File: config.mk
export PLATFORM = sky130hd
export DESIGN_NAME = mips_decoder
export DESIGN_NICKNAME = d
export VERILOG_FILES = /design/src/mips_pkg.sv /design/src/mips_decoder.sv
export SDC_FILE = /design/constraint.sdc
export NUM_CORES = 1
export LEC_CHECK = 0
export BUFFER_PORTS_ARGS = -buffer_cell sky130_fd_sc_hd__buf_2
export CORE_MARGIN = 2
export CORE_UTILIZATION = 30
export DETAILED_ROUTE_END_ITERATION = 6
export PLACE_DENSITY = 0.81
export SYNTH_ARGS = -nofsm -noshare
export SYNTH_HDL_FRONTEND = slang
export SYNTH_SLANG_ARGS = --single-unit
File: constraint.sdc
create_clock -name vclk -period 1.51
set_clock_uncertainty 0.1 [all_clocks]
set_input_delay 0.0755 -clock vclk [all_inputs]
set_output_delay 0.0755 -clock vclk [all_outputs]
set_load 0.05 [all_outputs]
File: src/mips_pkg.sv
`default_nettype none

package mips_pkg;

    localparam int XLEN       = 32;
    localparam int REG_ADDR_W = 5;
    localparam int DMEM_WORDS = 256;
    localparam int DMEM_AW    = $clog2(DMEM_WORDS);

    localparam logic [REG_ADDR_W-1:0] RA_REG = 5'd31;
    localparam logic [REG_ADDR_W-1:0] V0_REG = 5'd2;
    localparam logic [REG_ADDR_W-1:0] A0_REG = 5'd4;

    // $v0 value that stops the core on syscall
    localparam logic [XLEN-1:0] HALT_CODE = 32'd10;

    localparam logic [5:0] OP_RTYPE = 6'h00;
    localparam logic [5:0] OP_J     = 6'h02;
    localparam logic [5:0] OP_JAL   = 6'h03;
    localparam logic [5:0] OP_BEQ   = 6'h04;
    localparam logic [5:0] OP_BNE   = 6'h05;
    localparam logic [5:0] OP_ADDI  = 6'h08;
    localparam logic [5:0] OP_ANDI  = 6'h0c;
    localparam logic [5:0] OP_ORI   = 6'h0d;
    localparam logic [5:0] OP_LW    = 6'h23;
    localparam logic [5:0] OP_SW    = 6'h2b;

    localparam logic [5:0] FN_SLL     = 6'h00;
    localparam logic [5:0] FN_JR      = 6'h08;
    localparam logic [5:0] FN_SYSCALL = 6'h0c;
    localparam logic [5:0] FN_ADD     = 6'h20;
    localparam logic [5:0] FN_SUB     = 6'h22;
    localparam logic [5:0] FN_AND     = 6'h24;
    localparam logic [5:0] FN_OR      = 6'h25;
    localparam logic [5:0] FN_SLT     = 6'h2a;

    typedef enum logic [2:0] {
        ALU_ADD,
        ALU_SUB,
        ALU_AND,
        ALU_OR,
        ALU_SLT,
        ALU_SLL
    } alu_op_t;

    typedef enum logic [1:0] {
        FWD_RF,
        FWD_MEM,
        FWD_WB
    } fwd_sel_t;

    // all zero is a bubble
    typedef struct packed {
        alu_op_t alu_op;
        logic    alu_src_imm;
        logic    use_shamt;
        logic    sign_ext;
        logic    reg_write;
        logic    dst_rd;
        logic    mem_read;
        logic    mem_write;
        logic    branch_eq;
        logic    branch_ne;
        logic    jump;
        logic    link;
        logic    jump_reg;
        logic    syscall;
    } ctrl_t;

    typedef struct packed {
        logic [XLEN-1:0] pc;
        logic [XLEN-1:0] instr;
    } if_id_t;

    typedef struct packed {
        logic [XLEN-1:0]       pc;
        ctrl_t                 ctrl;
        logic [REG_ADDR_W-1:0] rs;
        logic [REG_ADDR_W-1:0] rt;
        logic [REG_ADDR_W-1:0] rd;
        logic [4:0]            shamt;
        logic [15:0]           imm16;
        logic [XLEN-1:0]       rs_val;
        logic [XLEN-1:0]       rt_val;
    } id_ex_t;

    typedef struct packed {
        logic                  reg_write;
        logic                  mem_read;
        logic                  mem_write;
        logic                  syscall;
        logic [REG_ADDR_W-1:0] rt;
        logic [REG_ADDR_W-1:0] dest;
        logic [XLEN-1:0]       alu_result;
        logic [XLEN-1:0]       store_data;
    } ex_mem_t;

    typedef struct packed {
        logic                  reg_write;
        logic                  mem_read;
        logic                  syscall;
        logic [REG_ADDR_W-1:0] dest;
        logic [XLEN-1:0]       alu_result;
        logic [XLEN-1:0]       load_data;
    } mem_wb_t;

endpackage

`default_nettype wire

File: src/mips_decoder.sv
`timescale 1ns/10ps
`default_nettype none

module mips_decoder (
    input  logic [mips_pkg::XLEN-1:0]       instr,
    output mips_pkg::ctrl_t                 ctrl,
    output logic [mips_pkg::REG_ADDR_W-1:0] rs,
    output logic [mips_pkg::REG_ADDR_W-1:0] rt,
    output logic [mips_pkg::REG_ADDR_W-1:0] rd,
    output logic [4:0]                      shamt,
    output logic [15:0]                     imm16,
    output logic [25:0]                     imm26
);
    import mips_pkg::*;

    logic [5:0] opcode;
    logic [5:0] funct;

    assign opcode = instr[31:26];
    assign funct  = instr[5:0];
    assign rt     = instr[20:16];
    assign rd     = instr[15:11];
    assign shamt  = instr[10:6];
    assign imm16  = instr[15:0];
    assign imm26  = instr[25:0];

    // sll shifts rt, so present it as the first source too
    assign rs = ctrl.use_shamt ? instr[20:16] : instr[25:21];

    always_comb begin
        ctrl = '0;
        case (opcode)
            OP_RTYPE: begin
                ctrl.reg_write = 1'b1;
                ctrl.dst_rd    = 1'b1;
                case (funct)
                    FN_ADD: ctrl.alu_op = ALU_ADD;
                    FN_SUB: ctrl.alu_op = ALU_SUB;
                    FN_AND: ctrl.alu_op = ALU_AND;
                    FN_OR:  ctrl.alu_op = ALU_OR;
                    FN_SLT: ctrl.alu_op = ALU_SLT;
                    FN_SLL: begin
                        ctrl.alu_op    = ALU_SLL;
                        ctrl.use_shamt = 1'b1;
                    end
                    FN_JR: begin
                        ctrl          = '0;
                        ctrl.jump_reg = 1'b1;
                    end
                    FN_SYSCALL: begin
                        ctrl         = '0;
                        ctrl.syscall = 1'b1;
                    end
                    default: ctrl = '0;
                endcase
            end
            OP_ADDI: begin
                ctrl.reg_write   = 1'b1;
                ctrl.alu_src_imm = 1'b1;
                ctrl.sign_ext    = 1'b1;
            end
            OP_ANDI: begin
                ctrl.reg_write   = 1'b1;
                ctrl.alu_src_imm = 1'b1;
                ctrl.alu_op      = ALU_AND;
            end
            OP_ORI: begin
                ctrl.reg_write   = 1'b1;
                ctrl.alu_src_imm = 1'b1;
                ctrl.alu_op      = ALU_OR;
            end
            OP_LW: begin
                ctrl.reg_write   = 1'b1;
                ctrl.mem_read    = 1'b1;
                ctrl.alu_src_imm = 1'b1;
                ctrl.sign_ext    = 1'b1;
            end
            OP_SW: begin
                ctrl.mem_write   = 1'b1;
                ctrl.alu_src_imm = 1'b1;
                ctrl.sign_ext    = 1'b1;
            end
            OP_BEQ: ctrl.branch_eq = 1'b1;
            OP_BNE: ctrl.branch_ne = 1'b1;
            OP_J:   ctrl.jump = 1'b1;
            OP_JAL: begin
                ctrl.jump      = 1'b1;
                ctrl.link      = 1'b1;
                ctrl.reg_write = 1'b1;
            end
            // anything else runs as a nop
            default: ctrl = '0;
        endcase
    end

endmodule

`default_nettype wire

Word-level counts from Yosys, hierarchy flattened. Cells that the tools add are included.

Reduce and logical (&&, ||, !) cells: 7. Equality and inequality tests: 16. Mux-type cells: 17.

Operator list (count): == test 6 bit, second input constant (7); == test 6 x 4 -> 1 bit, second input constant (5); case mux 10 bit (3 select lines) (1); case mux 1 bit (2 select lines) (8); case mux 3 bit (5 select lines) (1); == test 6 x 2 -> 1 bit, second input constant (2); == test 6 x 3 -> 1 bit, second input constant (2); logical NOT 6 bit (2); OR reduction 5 bit (2); case mux 3 bit (3 select lines) (1); OR reduction 6 bit (1); 2-to-1 mux 5 bit (1); 2-to-1 mux 1 bit (4); OR reduction 3 bit (1); 2-to-1 mux 2 bit (1); OR reduction 2 bit (1).

Input port bits: 32. Output and inout bits: 78. Bits in registers: 0. Logic and storage cells: 40.

Longest topological paths before layout. Gate-level depths: netlist of the first run.

Depth after elaboration: 4. Depth in mapped cells: 6. Depth with buffers taken out: 4.

Worst setup path before layout of the first run. OpenSTA, ideal clock, no wires.

Kind: in2out. Start point: input instr[26] (netlist name). End point: output ctrl[1] (netlist name). Buffers on the path: 1. Stages on the path: 3. Arrival time: 2.381 ns. Slack: -1.047 ns. Required time: 1.334 ns. Path through: buf_6 > or4_4 > nor4b_1.

RTL lines: from (decl) (RTL line mips_decoder.sv:5) `input logic [mips_pkg::XLEN-1:0] instr,`; to (decl) (RTL line mips_decoder.sv:6) `output mips_pkg::ctrl_t ctrl,`.

Worst setup path after layout of the first run.
Start point: input instr[26] (netlist name). End point: output rs[4] (netlist name).

Word-level cells in the longest chain between the ends: 3.

RTL lines: logical NOT 6 bit (RTL line mips_decoder.sv:32) `case (opcode)`; 2-to-1 mux 1 bit (RTL line mips_decoder.sv:32); 2-to-1 mux 5 bit (RTL line mips_decoder.sv:28) `assign rs = ctrl.use_shamt ? instr[20:16] : instr[25:21];`; to (decl) (RTL line mips_decoder.sv:7) `output logic [mips_pkg::REG_ADDR_W-1:0] rs,`.

No other way between the ends.

==> impl_metrics.toml, run 1 <==
[setup_path]
timing.critical_path.required_ns = 1.33
timing_worst_setup_path_type = "in -> out"
setup.worst_path.end_class = "output pin"
arrival_ns = 1.54
timing.critical_path.from_type = "primary input"
crit_path_cell_trace = "buf_6 > or4_4 > nor2_4 > nand4b_4 > mux2_4 > buf_8"
max_fo_critical_path = 6
critical_path.slowest_cell = "sky130_fd_sc_hd__or4_4"
largest_incremental_delay_on_the_critical_path_ns = 0.54

[sta]
setup_viol_count_final = 11
timing_hold_violations_final = 0
max_slew_margin_pct = 67.98
tightestPinTransition_ns = 0.4802
final_max_slew_viol_count = 0
rsz0062_at_grt = "true"
achievable-frequency_mhz = 582.4
fin_crit_ns = 1.717
postLayoutSetupSlackWorst_ns = -0.2072
fin_crit_sh_pct = 113.7

[status]
run_status = "complete, but fails checks"
failed_checks = "setup timing"

[finish]
seq_cells = 0
commonest_non_fill_non_tap_cells_in_the_layout = "sky130_fd_sc_hd__buf_2 (56), sky130_fd_sc_hd__buf_4 (17), sky130_fd_sc_hd__buf_6 (12)"
layout.area.seq_um2 = 0
utilization_pct = 41.22
area.growth.synth_to_final_pct = 34.09
layout_cells_sized_above_1_pct = 74.31
insertedDiodeCount = 0
final_common_cell = "sky130_fd_sc_hd__buf_2"
clkbuf_count = 0
finalNetCount = 178
fin_area_um2 = 1107

[placement]
dp_slack_ns = -0.3085
placement.cell_area_um2 = 955.9
buffer_ports.inserted = 70
finalWeightedCongestion = 0.7692
dp.final_hpwl_um = 1757

[synth]
post_synth_num_cell_types = 27
dominant_combinational_cell_family_by_area_after_synthesis = "buffers and inverters"
synthesis.nets = 150
netlist_instances = 118
post_synth_and_or_nand_nor_area_fraction_pct = 28.48
synth.yosys.seq_area_share_pct = 0
synth.mux.area_fraction_pct = 6.818
synth_compound_gate_area_share_pct = 8.485
synth-adder-area-share_pct = 0
synth-xor-area-share_pct = 0
area_of_the_mapped_netlist_um2 = 825.8
ys.warnings.count = 0
syn-mean-instance-area_um2 = 6.998

[pwr]
p_per_area_nw_per_um2 = 362.6
power.share.clock_pct = 0
totalPowerFinal_mw = 0.4015
seqPwrFrac_pct = 0
pwr-share-comb_pct = 100.0
power.net_switching_mw = 0.2788
p_leak_nw = 0.5762
power.switching_fraction_pct = 69.44
vdd_ir_drop_max_mv = 0.2598
internal_power_mw = 0.1227

[routing]
drt_iter0_markers = 21
vias = 809
post_drt_wl_per_cell_um = 12.33
drt_pre_antenna_iters = 4
finalWirelength_um = 2157
via_per_inst = 4.623
final_antenna_net_count = 0
drc = 0

[floorplan]
die-width_um = 56.47
io_pins = 110
floorplan.initialDensity_pct = 30.74
fp.dieH_um = 56.47
floorplan.rows = 19
core_um2 = 2686
dieArea_um2 = 3188

[grt]
grt_usage_pct = 12.11
grt_max_degree = 12
grt_remaining_overflow = 0
wire_length_of_the_first_global_routing_pass_um = 3284
number_of_antenna_violations_at_the_first_check_in_global_routing = 0
vias_in_the_first_global_route = 688

[job]
maxCapViolCount = 0

[min_path]
worstHoldPathType = "in -> out"
[power by group through the flow]
stage | logic, mW | clock network (mW) | registers (mW)
floorplan | 0.525 | 0 | 0
global placement | 0.368 | 0 | 0
detailed placement | 0.373 | 0 | 0
CTS | 0.396 | 0 | 0
global route | 0.419 | 0 | 0
finish | 0.402 | 0 | 0
[routing by layer]
layer	global-route usage, %	vias up	wire length (um)
met5	0	-	0
met4	0.6803	0	13
met3	2.074	2	173
met2	22.76	40	1216
met1	14.88	367	754
li1	-	400	-
[per-stage QoR]
stage	cells	setup TNS (ns)	hold slack (ns)
after floorplan	118	-2.398	0.1530
after global placement	172	-2.149	0.05165
after detailed placement	172	-2.354	0.05165
after CTS	174	-1.665	0.05165
after global routing	175	-2.044	0.05117
final	175	-1.456	0.05103
[synthesized netlist by cell type (all sizes together), types with 2 or more instances]
master   n  share of area, %
a21oi    3               1.8
buf     60                54
clkbuf   2              0.91
inv      2              0.91
mux2     5               6.8
nand2    6               2.7
nand3    6               3.6
nand4b   2               3.9
nor2     6               3.6
nor3     7               4.2
nor4b    3               3.2
o21ai    3               1.8
or3      3               2.3
[critical path, delay by kind of cell]
kind | cells | cell delay [ns]
simple gates | 3 | 0.84
mux | 1 | 0.36
buf+inv | 2 | 0.24
[kinds of logic (layout without fill, tap and decap cells)]
| group | count (synthesis) | in the layout |
|---|---|---|
| buffers and inverters | 64 | 90 |
| AND/OR/NAND/NOR | 38 | 38 |
| AO/OA/AOI/OAI | 11 | 11 |
| multiplexers | 5 | 5 |
[worst paths after layout]
kind  slack [ns]  startpoint  cells after the start  endpoint
min         0.05    instr[8]                      0  imm16[8]
max        -0.21   instr[26]                      6     rs[4]
[repair_timing]
item / 4_1_cts / 5_1_grt
hold buffers: 0 / 0
pin swaps: 2 / 0
gates resized for setup: 32 / 2
buffers inserted: 2 / 1
endpoints found under the setup margin: 12 / 12
[final cells by class]
type,count,area (um^2)
fillers,287,1579
repair buffers,88,588.1
multi-input cells,54,469.2
well taps,31,38.79
inverters,2,11.26
Note: power is estimated with default switching activity, not from simulation.
==> run 2: changes to the inputs <==
--- a/config.mk
+++ b/config.mk
@@ -6,6 +6,7 @@
 export NUM_CORES = 1
 export LEC_CHECK = 0
 export BUFFER_PORTS_ARGS = -buffer_cell sky130_fd_sc_hd__buf_2
+export CORE_ASPECT_RATIO = 0.6
 export CORE_MARGIN = 2
 export CORE_UTILIZATION = 30
 export DETAILED_ROUTE_END_ITERATION = 6
==> impl_metrics.toml, run 2 (synthesis gave the netlist of run 1 again) <==
[sta]
max_slew_margin_pct = 66.59
fin_crit_ns = 1.706
final_max_slew_viol_count = 0
setup_viol_count_final = 11
achievable-frequency_mhz = 586.1
postLayoutSetupSlackWorst_ns = -0.1961
timing_hold_violations_final = 0
fin_crit_sh_pct = 113.0
rsz0062_at_grt = "true"
tightestPinTransition_ns = 0.5011

[finish]
insertedDiodeCount = 0
layout_cells_sized_above_1_pct = 75.86
finalNetCount = 179
layout.area.seq_um2 = 0
seq_cells = 0
utilization_pct = 43.79
final_common_cell = "sky130_fd_sc_hd__buf_2"
fin_area_um2 = 1120
area.growth.synth_to_final_pct = 35.61
commonest_non_fill_non_tap_cells_in_the_layout = "sky130_fd_sc_hd__buf_2 (56), sky130_fd_sc_hd__buf_4 (18), sky130_fd_sc_hd__buf_6 (13)"
clkbuf_count = 0

[grt]
grt_usage_pct = 12.42
grt_max_degree = 10
number_of_antenna_violations_at_the_first_check_in_global_routing = 0
grt_remaining_overflow = 0
wire_length_of_the_first_global_routing_pass_um = 3353
vias_in_the_first_global_route = 709

[min_path]
worstHoldPathType = "in -> out"

[setup_path]
setup.worst_path.end_class = "output pin"
crit_path_cell_trace = "buf_6 > or4_4 > nor2_4 > nand4b_4 > mux2_4 > buf_8"
largest_incremental_delay_on_the_critical_path_ns = 0.55
timing.critical_path.required_ns = 1.33
timing.critical_path.from_type = "primary input"
timing_worst_setup_path_type = "in -> out"
max_fo_critical_path = 6
critical_path.slowest_cell = "sky130_fd_sc_hd__or4_4"
arrival_ns = 1.53

[pwr]
p_per_area_nw_per_um2 = 356.4
p_leak_nw = 0.5809
vdd_ir_drop_max_mv = 0.1533
totalPowerFinal_mw = 0.3991

[routing]
drt_iter0_markers = 23
vias = 786
drc = 0
final_antenna_net_count = 0
post_drt_wl_per_cell_um = 12.08
via_per_inst = 4.441
finalWirelength_um = 2139
drt_pre_antenna_iters = 4

[placement]
finalWeightedCongestion = 0.7179
dp_slack_ns = -0.3155
dp.final_hpwl_um = 1794
buffer_ports.inserted = 70
placement.cell_area_um2 = 957.2

[floorplan]
floorplan.initialDensity_pct = 32.29
io_pins = 110
fp.dieH_um = 44.64
core_um2 = 2557
die-width_um = 71.73
dieArea_um2 = 3202
floorplan.rows = 14

[status]
run_status = "complete, but fails checks"
failed_checks = "setup timing"

[job]
maxCapViolCount = 0
[run 2: cell count changes in the layout (fill, tap and decap cells not counted), sizes merged]
cell  change
buf       +1
[run 2: worst paths after layout]
path	from	to	slack [ns]	cells after the start
worst max-delay path	instr[26]	rs[1]	-0.20	6
worst min-delay path	instr[13]	imm16[13]	0.05	0
[run 2: layout make-up]
type	instances	area, um^2
fill	255	1438
timing repair buffer	89	591.8
multi-input combinational	54	476.7
tap	32	40.04
inverter	2	11.26
[run 2: repair_timing]
item | in CTS | in global routing
pin swaps | 2 | 0
setup buffers | 2 | 2
endpoints found under the setup margin | 12 | 13
hold buffers | 0 | 0
resized for setup | 32 | 5
[run 2: power by group]
part | switching, mW | total, mW | internal, mW | leakage (nW)
sequential | 0 | 0 | 0 | 0
clock | 0 | 0 | 0 | 0
combinational | 0.278 | 0.399 | 0.121 | 0.581
[run 2: per-layer routing]
metal	GRT usage, %	wire, um	share of wire, %	vias up
met5	0	0	0	-
met4	1.509	9	0.42	0
met3	0.9112	135	6.3	4
met2	20.74	1027	48	23
met1	18.10	967	45	357
li1	-	-	-	402
[run 2: per-stage QoR]
step | std cells | hold WS (ns) | setup TNS, ns
after detailed placement | 173 | 0.05168 | -2.272
after global placement | 173 | 0.05168 | -2.101
after CTS | 175 | 0.05168 | -1.547
final | 177 | 0.05103 | -1.728
after floorplan | 118 | 0.1530 | -2.398
after global routing | 177 | 0.05115 | -2.281
[run 2: critical path: cells and delay by family]
family | cells | cell delay, ns
multiplexers | 1 | 0.35
AND/OR/NAND/NOR | 3 | 0.86
buffers and inverters | 2 | 0.24
==> run 3: changes to the inputs <==
--- a/config.mk
+++ b/config.mk
@@ -8,9 +8,9 @@
 export BUFFER_PORTS_ARGS = -buffer_cell sky130_fd_sc_hd__buf_2
 export CORE_ASPECT_RATIO = 0.6
 export CORE_MARGIN = 2
-export CORE_UTILIZATION = 30
+export CORE_UTILIZATION = 33
 export DETAILED_ROUTE_END_ITERATION = 6
-export PLACE_DENSITY = 0.81
+export PLACE_DENSITY = 0.84
 export SYNTH_ARGS = -nofsm -noshare
 export SYNTH_HDL_FRONTEND = slang
 export SYNTH_SLANG_ARGS = --single-unit
==> constraint.sdc (replaced) <==
create_clock -name vclk -period 1.8
set_clock_uncertainty 0.1 [all_clocks]
set_input_delay 0.09 -clock vclk [all_inputs]
set_output_delay 0.09 -clock vclk [all_outputs]
set_load 0.05 [all_outputs]
==> impl_metrics.toml, run 3 (synthesis gave the netlist of run 1 again) <==
[status]
run_status = "complete, no violations"

[setup_path]
setup.worst_path.end_class = "output pin"
worst-path-buf-inv = 2
arrival_ns = 1.57
timing_worst_setup_path_type = "in -> out"
timing.critical_path.from_type = "primary input"
max_fo_critical_path = 6
path_common_cell = "sky130_fd_sc_hd__buf_2"
critical_path.top_delay_family = "simple AND/OR/NAND/NOR gates"
critical_path.slowest_cell = "sky130_fd_sc_hd__or4_4"
crit_path_cell_trace = "buf_2 > or4_4 > nor2_4 > nand4b_4 > mux2_2 > buf_2"
timing.critical_path.required_ns = 1.61
largest_incremental_delay_on_the_critical_path_ns = 0.55

[finish]
fillCellCount = 251
layout.area.seq_um2 = 0
layout_cells_sized_above_1_pct = 69.63
commonest_non_fill_non_tap_cells_in_the_layout = "sky130_fd_sc_hd__buf_2 (68), sky130_fd_sc_hd__buf_4 (11), sky130_fd_sc_hd__nand2_1 (6), sky130_fd_sc_hd__nor3_1 (6), sky130_fd_sc_hd__nand3_1 (6)"
multi_input_gate_area_um2 = 394.1
area.growth.synth_to_final_pct = 4.394
clkbuf_count = 0
final_common_cell = "sky130_fd_sc_hd__buf_2"
seq_cells = 0
finalNetCount = 169
insertedDiodeCount = 0
fin_area_um2 = 862.1

[cts]
post-cts-setup-buffer-count = 0

[grt]
grt_remaining_overflow = 0
number_of_antenna_violations_at_the_first_check_in_global_routing = 0
grt_usage_pct = 12.48
vias_in_the_first_global_route = 664
wire_length_of_the_first_global_routing_pass_um = 3070
grt_max_degree = 12

[pwr]
power.switching_fraction_pct = 74.08
p_leak_nw = 0.4687
p_per_area_nw_per_um2 = 349.0
internal_power_mw = 0.07799
power.share.clock_pct = 0
seqPwrFrac_pct = 0
power.net_switching_mw = 0.2229
pwr-share-comb_pct = 100.0
vdd_ir_drop_max_mv = 0.1039

[routing]
met1Wirelength_um = 820
vias = 764
drt_pre_antenna_iters = 4
met2_wirelength_um = 962
dr.max_layer_used = "met4"
post_drt_wl_per_cell_um = 12.15
final_antenna_net_count = 0
via_per_inst = 4.630
drt_iter0_markers = 23
finalWirelength_um = 2005
drc = 0
met3_wirelength_um = 208

[sta]
achievable-frequency_mhz = 568.3
setup_viol_count_final = 0
max_slew_margin_pct = 75.75
final.hold.worst_slack_ns = 0.08003
timing_hold_violations_final = 0
final_max_slew_viol_count = 0
total_negative_setup_slacks_ns = 0
rsz0062_at_grt = "true"
tightestPinTransition_ns = 0.3610
fin_crit_sh_pct = 97.76
fin_crit_ns = 1.760

[job]
maxCapViolCount = 0

[placement]
dp.final_hpwl_um = 1730
finalWeightedCongestion = 0.8991
buffer_ports.inserted = 70
placement.cell_area_um2 = 857.1

[floorplan]
die-width_um = 68.58
floorplan.initialDensity_pct = 36.52
dieArea_um2 = 2932
floorplan.rows = 13
io_pins = 110
fp.dieH_um = 42.75
core_um2 = 2261

[min_path]
worstHoldPathType = "in -> out"
[run 3: cell count changes in the layout (fill, tap and decap cells not counted), sizes merged]
cell,before,now
buf,89,79
clkinvlp,1,0
inv,1,2
[run 3: worst paths after layout]
kind / start / end / slack (ns) / cells past startpoint
setup / recovery: instr[27] / rs[0] / 0.04 / 6
hold / removal: instr[10] / imm26[10] / 0.08 / 0
[run 3: repair_timing]
item	in CTS	in global routing
endpoints found under the setup margin	0	3
gates resized for setup	0	4
hold buffers	0	0
[run 3: layer usage]
layer | up-vias | GRT usage, %
li1 | 384 | -
met3 | 4 | 1.592
met1 | 338 | 16.25
met4 | 0 | 1.600
met2 | 38 | 22.12
met5 | - | 0
[run 3: cell type report]
cell class | count | share of cell area, %
timing repair buffer | 79 | 49.06
multi-input combinational | 54 | 45.72
tap | 30 | 4.354
inverter | 2 | 0.8708
[run 3: stage by stage]
step	setup slack [ns]	power (mW)	instances	utilization, %
after global routing	-0.005283	0.3181	165	38.13
after detailed placement	0.03169	0.2993	165	37.91
final	0.04027	0.3008	165	38.13
after CTS	0.02795	0.2997	165	37.91
after floorplan	-0.1898	0.4288	118	-
after global placement	0.06166	0.2973	165	37.91
[run 3: power groups by stage]
stage	Clock [mW]	Sequential, mW	Combinational, mW
global route	0	0	0.318
finish	0	0	0.301
detailed placement	0	0	0.299
CTS	0	0	0.300
floorplan	0	0	0.429
global placement	0	0	0.297
